File: src/rtl/mem_consts.svh
`ifndef MEM_CONSTS_SVH
`define MEM_CONSTS_SVH

// Word and address width
`define MEM_WORD_W      16

// Byte address split
`define MEM_TAG_W       5
`define MEM_INDEX_W     8
`define MEM_OFFSET_W    3

// Cache geometry
`define MEM_LINE_WORDS  4
`define MEM_LINES       256

// Main memory organization, banks picked by address bits 2:1
`define MEM_BANKS       4
`define MEM_BANK_W      2
`define MEM_BANK_ROWS   8192

// Memory timing in cycles
`define MEM_BANK_BUSY   4
`define MEM_BUSY_W      3
`define MEM_RD_LATENCY  2

`endif

File: src/rtl/mem_pkg.sv
`default_nettype none

`include "mem_consts.svh"

package mem_pkg;

   // One memory or cache word
   typedef logic [`MEM_WORD_W-1:0] word_t;

   // Fields of a byte address
   typedef logic [`MEM_TAG_W-1:0]    tag_t;
   typedef logic [`MEM_INDEX_W-1:0]  index_t;
   typedef logic [`MEM_OFFSET_W-1:0] offset_t;

   // Bank number, same as word position in a line
   typedef logic [`MEM_BANK_W-1:0] bank_sel_t;

   // Miss handling FSM
   typedef enum logic [2:0] {
      st_idle,
      st_compare,
      st_writeback,
      st_fill_req,
      st_fill_wait,
      st_install,
      st_done,
      st_error
   } ctrl_state_t;

endpackage

`default_nettype wire

File: src/rtl/cache_cntrl.sv
`timescale 1ns/1ps
`default_nettype none

`include "mem_consts.svh"

module cache_cntrl (
   input  wire logic              clk,
   input  wire logic              rst,
   input  wire logic              rd,
   input  wire logic              wr,
   input  wire mem_pkg::word_t    addr,
   input  wire mem_pkg::word_t    data_in,
   input  wire mem_pkg::word_t    data_out_cache,
   input  wire mem_pkg::word_t    data_out_mem,
   input  wire mem_pkg::tag_t     tag_out,
   input  wire logic              hit_cache,
   input  wire logic              dirty_cache,
   input  wire logic              valid_cache,
   input  wire logic              stall_mem,
   output logic                   enable_cntrl,
   output logic                   comp_cntrl,
   output logic                   write_cntrl,
   output logic                   valid_in_cntrl,
   output mem_pkg::index_t        idx_cntrl,
   output mem_pkg::offset_t       offset_cntrl,
   output mem_pkg::tag_t          tag_cntrl,
   output mem_pkg::word_t         data_in_cntrl,
   output mem_pkg::word_t         addr_in_mem,
   output mem_pkg::word_t         data_in_mem,
   output mem_pkg::word_t         data_out_cntrl,
   output logic                   write_mem,
   output logic                   read_mem,
   output logic                   done,
   output logic                   stall,
   output logic                   cache_hit,
   output logic                   err,
   output logic                   end_state
);

   mem_pkg::ctrl_state_t state;
   mem_pkg::ctrl_state_t state_nxt;

   // Latched request
   mem_pkg::word_t   req_addr;
   mem_pkg::word_t   req_data;
   logic             req_wr;
   mem_pkg::tag_t    req_tag;
   mem_pkg::index_t  req_index;
   mem_pkg::offset_t req_offset;

   // Words sent to memory and words back from it
   mem_pkg::bank_sel_t         iss_cnt;
   mem_pkg::bank_sel_t         ret_cnt;
   logic [`MEM_RD_LATENCY-1:0] rd_pipe;
   logic                       ret_valid;

   logic accept;
   logic bad_req;
   logic mem_accept;

   assign req_tag    = req_addr[`MEM_WORD_W-1 -: `MEM_TAG_W];
   assign req_index  = req_addr[`MEM_OFFSET_W +: `MEM_INDEX_W];
   assign req_offset = req_addr[`MEM_OFFSET_W-1:0];

   assign cache_hit = (state == mem_pkg::st_compare) && hit_cache;
   assign err       = (state == mem_pkg::st_error);
   assign done      = cache_hit || err || (state == mem_pkg::st_done);
   assign end_state = done;
   assign stall     = (state != mem_pkg::st_idle) && !done;

   // New request taken in idle or in the cycle that finishes the last one
   assign accept  = (rd || wr) && ((state == mem_pkg::st_idle) || done);
   assign bad_req = addr[0] || (rd && wr);

   assign ret_valid  = rd_pipe[`MEM_RD_LATENCY-1];
   assign mem_accept = (read_mem || write_mem) && !stall_mem;

   always_ff @(posedge clk) begin
      if (rst) begin
         state <= mem_pkg::st_idle;
      end else begin
         state <= state_nxt;
      end
   end

   always_ff @(posedge clk) begin
      if (accept) begin
         req_addr <= addr;
         req_data <= data_in;
         req_wr   <= wr;
      end
   end

   // Issue and return counters run apart so fill reads overlap
   always_ff @(posedge clk) begin
      if (rst) begin
         iss_cnt <= '0;
         ret_cnt <= '0;
         rd_pipe <= '0;
      end else begin
         rd_pipe <= {rd_pipe[`MEM_RD_LATENCY-2:0], read_mem && !stall_mem};
         if (accept) begin
            iss_cnt <= '0;
            ret_cnt <= '0;
         end else begin
            if (mem_accept) begin
               iss_cnt <= iss_cnt + 1'b1;
            end
            if (ret_valid) begin
               ret_cnt <= ret_cnt + 1'b1;
            end
         end
      end
   end

   always_comb begin
      state_nxt = state;
      if (accept) begin
         state_nxt = bad_req ? mem_pkg::st_error : mem_pkg::st_compare;
      end else if (done) begin
         state_nxt = mem_pkg::st_idle;
      end else begin
         case (state)
            mem_pkg::st_compare: begin
               // Dirty victim goes back to memory first
               state_nxt = (valid_cache && dirty_cache) ? mem_pkg::st_writeback
                                                        : mem_pkg::st_fill_req;
            end
            mem_pkg::st_writeback: begin
               if (mem_accept && (&iss_cnt)) begin
                  state_nxt = mem_pkg::st_fill_req;
               end
            end
            mem_pkg::st_fill_req: begin
               if (mem_accept && (&iss_cnt)) begin
                  state_nxt = mem_pkg::st_fill_wait;
               end
            end
            mem_pkg::st_fill_wait: begin
               if (ret_valid && (&ret_cnt)) begin
                  state_nxt = mem_pkg::st_install;
               end
            end
            mem_pkg::st_install: state_nxt = mem_pkg::st_done;
            default: state_nxt = state;
         endcase
      end
   end

   // Cache and memory drive
   always_comb begin
      enable_cntrl   = 1'b0;
      comp_cntrl     = 1'b0;
      write_cntrl    = 1'b0;
      valid_in_cntrl = 1'b0;
      idx_cntrl      = req_index;
      tag_cntrl      = req_tag;
      offset_cntrl   = req_offset;
      data_in_cntrl  = req_data;
      addr_in_mem    = {req_tag, req_index, iss_cnt, 1'b0};
      data_in_mem    = data_out_cache;
      write_mem      = 1'b0;
      read_mem       = 1'b0;
      case (state)
         mem_pkg::st_compare, mem_pkg::st_install, mem_pkg::st_done: begin
            enable_cntrl = 1'b1;
            comp_cntrl   = 1'b1;
            write_cntrl  = req_wr && (state != mem_pkg::st_done);
         end
         mem_pkg::st_writeback: begin
            enable_cntrl = 1'b1;
            offset_cntrl = {iss_cnt, 1'b0};
            addr_in_mem  = {tag_out, req_index, iss_cnt, 1'b0};
            write_mem    = 1'b1;
         end
         mem_pkg::st_fill_req, mem_pkg::st_fill_wait: begin
            read_mem       = (state == mem_pkg::st_fill_req);
            enable_cntrl   = ret_valid;
            write_cntrl    = ret_valid;
            offset_cntrl   = {ret_cnt, 1'b0};
            data_in_cntrl  = data_out_mem;
            // Line turns valid with its last word
            valid_in_cntrl = &ret_cnt;
         end
         default: begin
            enable_cntrl = 1'b0;
         end
      endcase
   end

   assign data_out_cntrl = data_out_cache;

endmodule

`default_nettype wire

File: config.mk
export PLATFORM = sky130hd
export DESIGN_NAME = cache_cntrl
export DESIGN_NICKNAME = d
export VERILOG_FILES = /design/src/rtl/mem_pkg.sv /design/src/rtl/cache_cntrl.sv
export VERILOG_INCLUDE_DIRS = /design/src /design/src/rtl
export SDC_FILE = /design/constraint.sdc
export NUM_CORES = 1
export LEC_CHECK = 0
export ABC_AREA = 1
export BUFFER_PORTS_ARGS = -buffer_cell sky130_fd_sc_hd__buf_2
export CAP_MARGIN = 20
export CELL_PAD_IN_SITES_DETAIL_PLACEMENT = 1
export CELL_PAD_IN_SITES_GLOBAL_PLACEMENT = 2
export CORE_MARGIN = 1.5
export CORE_UTILIZATION = 23
export CTS_CLUSTER_SIZE = 14
export DETAILED_ROUTE_END_ITERATION = 10
export PLACE_DENSITY = 0.95
export SETUP_SLACK_MARGIN = 0.5
export SYNTH_ARGS = -nofsm -noshare
export SYNTH_HDL_FRONTEND = slang
export SYNTH_SLANG_ARGS = --single-unit
File: constraint.sdc
create_clock -name clk -period 3.5 [get_ports clk]
set_clock_uncertainty 0.15 [all_clocks]
set_input_delay 0.175 -clock clk [delete_from_list [all_inputs] [get_ports clk]]
set_output_delay 0.175 -clock clk [all_outputs]
set_load 0.01 [all_outputs]
### After elaboration in Yosys (flattened, before gate mapping)

Cells that the tools add are included.

* register bits: 42
* latch bits: 0
* bits in writable memories: 0
* memory bits (read-only): 0
* input bits: 77
* output and inout port bits: 91
* word-level logic and storage cells: 65
* memories: 0

* add/sub/neg operators: 2
* multiply operators: 0
* div/mod/pow operators: 0
* $lt $le $gt $ge: 0
* equal/unequal tests: 11
* shift-type cells: 0
* muxes and demuxes: 17
* bitwise logic cells: 0
* reduce and logical (&&, ||, !) cells: 28

Operator list (number)
* $mux W16: 2
* $mux W3: 6
* $pmux W3 S5: 1
* $eq A3 B3 Y1 const B: 4
* $ne A4 B4 Y1 const B: 3
* $logic_and A1 B1 Y1: 10
* $reduce_bool A7 Y1: 1
* $eq A3 B2 Y1 const B: 2
* $logic_or A1 B1 Y1: 6
* $pmux W3 S2: 1
* $mux W1: 5
* $add A2 B1 Y2 const B: 2
* $pmux W1 S2: 2
* $reduce_and A2 Y1: 2
* $reduce_and A4 Y1: 1
* $reduce_or A2 Y1: 2
* $reduce_or A4 Y1: 1
* $eq A3 B1 Y1 const B: 1
* $logic_not A3 Y1: 1
* $ne A3 B3 Y1 const B: 1
* $reduce_bool A3 Y1: 1
* $reduce_or A3 Y1: 1
* $logic_not A1 Y1: 2

### Logic depth before layout (Yosys ltp)

Gate-level depths: netlist of run 1.

* depth in word-level cells: 10
* depth in mapped cells: 9

### Worst setup path after synthesis of run 1

No wires, ideal clock.

* path type: register -> register
* from: register state[0]
* to: register req_addr[0] (enable)
* data arrival time: 1.551 ns
* slack: 1.411 ns
* stages on the path, launching flop included: 7
* path buffers: 0
* period minus slack after synthesis: 2.089 ns
* cells stage by stage: dfxtp_1 > inv_1 > nor2_4 > nand2_1 > nand3_1 > nand2_1 > inv_1

* word-level cells in the longest chain between the ends: 6
* elaborated cells on any way between the ends: 9
* those cells by class: eq/ne (3); reduce/logical (6)

RTL lines
* start: declaration: RTL line cache_cntrl.sv:40 `mem_pkg::ctrl_state_t state;`
* start signal: assignment: RTL line cache_cntrl.sv:80 `state <= mem_pkg::st_idle;`
* start signal: assignment: RTL line cache_cntrl.sv:82 `state <= state_nxt;`
* $eq A3 B1 Y1: RTL line cache_cntrl.sv:65 `assign cache_hit = (state == mem_pkg::st_compare) && hit_cache;`
* $logic_and A1 B1 Y1: RTL line cache_cntrl.sv:65
* $logic_or A1 B1 Y1 (2 in series): RTL line cache_cntrl.sv:67 `assign done = cache_hit || err || (state == mem_pkg::st_done);`
* $logic_or A1 B1 Y1 (*): RTL line cache_cntrl.sv:72 `assign accept = (rd || wr) && ((state == mem_pkg::st_idle) || done);`
* $logic_and A1 B1 Y1 (*): RTL line cache_cntrl.sv:72
* via accept: RTL line cache_cntrl.sv:57 `logic accept;`
* end signal: assignment: RTL line cache_cntrl.sv:88 `req_addr <= addr;`
* end: declaration: RTL line cache_cntrl.sv:44 `mem_pkg::word_t req_addr;`

Mark *: on every way through the listed nets, which the timed path passes. The rest lies on a longest branch.
A chain may end at the register's enable or synchronous reset.

### Worst setup path after layout of run 1

* from: register state[0]
* to: register req_addr[1] (enable)

Same word-level chain as after synthesis.

==> results.py, run 1 <==
metrics = {
    "worst_hold_path": {
        "worstHoldStart": "stall_mem",
        "hp-class": "in -> reg",
    },
    "clocking": {
        "post_cts_buffers": 0,
        "clk_pin_slew_ps": 90,
        "cts_num_sinks": 42,
        "cts-root-buf": "clkbuf_8",
        "ctsLongestPathBuffers": 2,
        "cts-buffers-inserted": 5,
        "clock_latency_ps": 300,
        "htree_levels": 2,
        "cts_tree": "done",
    },
    "sta": {
        "fin_crit_sh": 0.756,
        "hold_viol": 0,
        "min_period_ps": 2650,
        "clock.fmax_mhz": 378,
        "slew_violations": 0,
        "fin_tns_setup_ps": 0,
        "maxSlewHeadroom": 0.425,
        "worst_slew_pin_slew_ps": 861,
        "rsz0062_at_grt": "false",
        "setup_violations": 0,
    },
    "global_route": {
        "track_usage": 0.126,
        "grt_max_degree": 21,
        "antenna_found_initial": 0,
        "grt_pass1_wl_um": 10800,
        "gr-total-overflow": 0,
        "grt_pass1_vias": 2104,
    },
    "die": {
        "die_width_um": 104,
        "die_h_um": 104,
        "rows": 36,
        "io_pins": 168,
        "coreArea_mm2": 0.00986,
        "start_util": 0.239,
        "dieArea_mm2": 0.0109,
    },
    "placed_design": {
        "dpl_cell_area_mm2": 0.00267,
        "gp_congestion": 0.789,
        "dp_hpwl_um": 5240,
        "io_buffers": 118,
    },
    "synthesis": {
        "yosys_register_bits": 42,
        "avgSynthCellArea_um2": 8.80,
        "syn_area_mm2": 0.00236,
        "synthArstFlopShare": 0,
        "yosys_warnings": 0,
        "synth_edf_count": 33,
        "yosysTopAreaCellShare": 0.420,
        "synth-seq-area-share": 0.497,
        "synthCells": 268,
        "synth.largest_area_cell": "edfxtp_1",
        "yosys_most_used_dff": "edfxtp_1",
        "synth.most_common_cell": "nand2_1",
        "synth_cell_types": 27,
        "synth_top_cells_by_area": "edfxtp_1 (42%), buf_4 (18%), nand2_1 (15%)",
        "synth_common_cells": "nand2_1 (96), buf_4 (55), edfxtp_1 (33)",
        "syn-num-nets": 347,
    },
    "power": {
        "net-switching-power_mw": 1.06,
        "p_leak_nw": 1.53,
        "irDropWorstVdd_mv": 0.183,
        "p_total_mw": 2.38,
        "power.density_mw_per_mm2": 765,
        "swShare": 0.446,
        "power_frac_comb": 0.516,
        "p_int_mw": 1.32,
        "p_clk_frac": 0.136,
        "power_frac_seq": 0.348,
    },
    "route": {
        "vias": 2002,
        "final_antenna_net_count": 0,
        "wl_per_cell_um": 13.7,
        "drc": 0,
        "dr.pass1.iters": 4,
        "drt_iter0_drc": 66,
        "viasPerCell": 3.97,
        "totalWireLength_um": 6900,
    },
    "setup_path": {
        "slowest_delay_ps": 640,
        "worst_path_max_delay_cell": "inv_1",
        "cp-start-kind": "register",
        "crit_path_end_kind": "register",
        "crit_type": "reg -> reg",
        "worstPathRequired_ps": 3360,
        "crit_chain": "inv_1, nor2_4, nand2_1, nand3_1, nand2_1, inv_1, buf_4",
        "worstSetupStartpoint": "state[0]$_SDFFE_PP0P_",
        "arrival_ps": 2510,
        "path_max_fanout": 20,
        "r2r-start": "state[0]$_SDFFE_PP0P_",
    },
    "layout": {
        "diodes": 0,
        "design_area_mm2": 0.00311,
        "final_core_util": 0.315,
        "drive_gt1_frac": 0.375,
        "syn2layout_area_growth_pct": 31.9,
        "final_nets": 449,
    },
    "run": {
        "drv_cap": 0,
    },
    "outcome": {
        "status": "completed",
    },
}
-- cell families after synthesis --
group	synth area share
and+or+nand+nor	0.222
buffers and inverters	0.224
DFF	0.497
AOI/OAI and AO/OA	0.0409
adders and majority gates	0.0106
xor gates and xnor gates	0.00372
other	0.00159
-- power by group through the flow --
stage	Combinational, mW	Clock [mW]	Sequential (mW)
2_1_floorplan	0.884	0	0.821
3_3_place_gp	1.19	0	0.826
3_5_place_dp	1.22	0	0.839
4_1_cts	1.25	0.340	0.828
5_1_grt	1.36	0.354	0.846
6_report	1.23	0.322	0.828
-- routing by layer --
metal / wire length (um) / global-route usage / share of wire
met4: 110 / 0.0456 / 0.016
met1: 2600 / 0.130 / 0.38
met5: 0 / 0 / 0
met2: 3890 / 0.249 / 0.56
met3: 303 / 0.0244 / 0.044
-- state kept, by name, summed over array words and instances (netlist names) --
register / cells
iss_cnt: 2
req_addr: 16
req_wr: 1
rd_pipe: 2
req_data: 16
ret_cnt: 2
state: 3
-- layout by cell type, fill, tap and decap left out, drive strengths merged, types with 2 or more instances in the layout --
cell,netlist,final
a21oi,6,6
buf,58,119
clkbuf,0,5
clkinv,0,2
dfxtp,9,9
dlygate4sd3,0,34
edfxtp,33,33
ha,2,2
inv,20,20
nand2,97,97
nand3,7,7
nor2,22,22
o21ai,6,6
-- worst paths after layout --
check                            endpoint  slack, ps  cells after the start
setup / recovery    req_addr[1]$_DFFE_PP_        850                      7
hold / removal    iss_cnt[0]$_SDFFE_PP0P_         30                      4
setup reg to reg    req_addr[1]$_DFFE_PP_        850                      7
hold reg to reg     rd_pipe[1]$_SDFF_PP0_        260                      2
-- per-stage QoR --
step	worst slack, ps	hold slack (ps)	cells
after floorplan	1410	96.2	268
after global placement	1000	200	462
after detailed placement	869	200	462
after CTS	658	29.3	504
after global routing	649	63.5	504
final	852	34.6	504
-- worst max-delay path, delay by kind of cell (launching register included) --
family	cells	cell delay, ps
AND/OR/NAND/NOR	4	540
flip-flops	1	440
buffers and inverters	3	1200
-- cell type report --
class | instances | area (um^2)
Multi-Input combinational cell | 148 | 666
Tap cell | 133 | 166
Inverter | 20 | 77.6
Clock buffer | 5 | 68.8
Timing Repair Buffer | 153 | 938
Sequential cell | 42 | 1170
Fill cell | 1198 | 6760
Clock inverter | 3 | 21.3
-- timing repair --
action,4_1_cts,5_1_grt
hold buffers,34,0
resized for setup,0,1
endpoints found under the hold margin,35,0
endpoints found under the setup margin,0,2
Power figures use the tool's default switching activity.
==> run 2, diff against run 1 <==
CORE_UTILIZATION = 21   (was 23)
PLACE_DENSITY = 0.91   (was 0.95)
clock period = 2.5 ns   (was 3.5 ns; I/O delays follow)
==> results.py, run 2 (synthesis results as in run 1) <==
metrics = {
    "global_route": {
        "grt_pass1_wl_um": 9930,
        "gr-total-overflow": 0,
        "antenna_found_initial": 0,
        "track_usage": 0.109,
        "grt_max_degree": 34,
        "grt_pass1_vias": 2078,
    },
    "outcome": {
        "status": "completed",
    },
    "placed_design": {
        "io_buffers": 118,
        "gp_congestion": 0.818,
        "dp_hpwl_um": 5130,
        "dpl.cell_count": 470,
    },
    "clocking": {
        "cts_tree": "done",
        "cts-buffers-inserted": 5,
        "htree_levels": 2,
        "clk_pin_slew_ps": 70,
        "cts_num_sinks": 42,
        "clock_latency_ps": 290,
        "ctsLongestPathBuffers": 2,
        "cts-root-buf": "clkbuf_8",
    },
    "sta": {
        "clock.fmax_mhz": 523,
        "slew_violations": 0,
        "fin_tns_setup_ps": 0,
        "fin_crit_sh": 0.765,
        "rsz0062_at_grt": "false",
        "min_period_ps": 1910,
        "hold_ws_ps": 27.6,
        "setup_violations": 0,
        "hold_viol": 0,
    },
    "power": {
        "p_leak_nw": 1.60,
        "p_total_mw": 3.64,
        "irDropWorstVdd_mv": 0.365,
        "power.density_mw_per_mm2": 1100,
    },
    "route": {
        "drc": 0,
        "final_antenna_net_count": 0,
        "vias": 2031,
        "wl_per_cell_um": 13.5,
        "viasPerCell": 3.91,
        "dr.pass1.iters": 4,
        "drt_iter0_drc": 59,
        "totalWireLength_um": 7030,
    },
    "die": {
        "die_h_um": 109,
        "rows": 38,
        "dieArea_mm2": 0.0119,
        "coreArea_mm2": 0.0109,
        "start_util": 0.217,
        "die_width_um": 109,
        "io_pins": 168,
    },
    "layout": {
        "drive_gt1_frac": 0.408,
        "fin_cells": 520,
        "reg.largest.list": "req_addr: 16 flops, req_data: 16 flops, state: 3 flops",
        "final_nets": 459,
        "mostFrequentLayoutCells": "buf_2 (118), nand2_1 (94), dlygate4sd3_1 (34), edfxtp_1 (33), nor2_1 (16)",
        "syn2layout_area_growth_pct": 39.9,
        "diodes": 0,
        "layout_commonest_cell": "buf_2",
    },
    "setup_path": {
        "cp-start-kind": "register",
        "crit_type": "reg -> reg",
        "crit_path_end_kind": "register",
        "worstPathRequired_ps": 2360,
        "path_max_fanout": 8,
        "arrival_ps": 1770,
    },
    "run": {
        "drv_cap": 0,
    },
    "worst_hold_path": {
        "hp-class": "in -> reg",
    },
}
==> run 2: routing by layer <==
layer  vias to the layer above  wire length [um]  GRT usage
met5                         -                 0          0
met4                         0                35     0.0310
met3                         5               337     0.0263
met2                        53              4000      0.210
met1                       958              2660      0.117
li1                       1015                 -          -
==> run 2: final timing paths <==
check / start / to / slack (ps) / cells after the start
worst max-delay path: state[0]$_SDFFE_PP0P_ / req_addr[2]$_DFFE_PP_ / 590 / 8
worst min-delay path: stall_mem / iss_cnt[0]$_SDFFE_PP0P_ / 30 / 4
worst min register to register: rd_pipe[0]$_SDFF_PP0_ / rd_pipe[1]$_SDFF_PP0_ / 260 / 2
worst max register to register: state[0]$_SDFFE_PP0P_ / req_addr[2]$_DFFE_PP_ / 590 / 8
==> run 2: what timing repair did <==
action	4_1_cts	5_1_grt
endpoints found under the setup margin	25	57
gates resized for setup	3	12
cloned	0	3
hold buffers	34	0
hold endpoints to repair	35	0
setup buffers	0	6
==> run 2: metrics by stage <==
step / setup WS, ps / utilization / cell area (um^2)
finish: 586 / 0.303 / 3300
global route: 462 / 0.303 / 3300
CTS: 487 / 0.287 / 3130
detailed placement: 605 / 0.248 / 2700
global placement: 696 / 0.248 / 2700
floorplan: 551 / - / 2360
==> run 2: area by class of cell <==
| cell class | instances | area, um^2 |
|---|---|---|
| clock buffer | 6 | 72.6 |
| fill | 1312 | 7590 |
| clock inverter | 1 | 3.75 |
| tap | 140 | 175 |
| timing repair buffer | 163 | 1090 |
| inverter | 20 | 98.8 |
| sequential | 42 | 1180 |
| multi-input combinational | 148 | 671 |
==> run 2: critical path: stages (launching register included) <==
cell and delay [ps]:
dfxtp_4 390, clkinvlp_4 130, buf_4 160, nor2_4 140, nand2_1 100, nand3_2 90, nand2_2 80, clkinvlp_4 190
clkbuf_16 200
==> run 2: report_power, final <==
part | leakage [nW] | total (mW) | internal [mW] | switching (mW)
registers | 0.391 | 1.17 | 1.05 | 0.119
logic | 1.17 | 2.06 | 0.872 | 1.19
clock network | 0.0387 | 0.411 | 0.189 | 0.222
total | 1.60 | 3.64 | 2.11 | 1.53
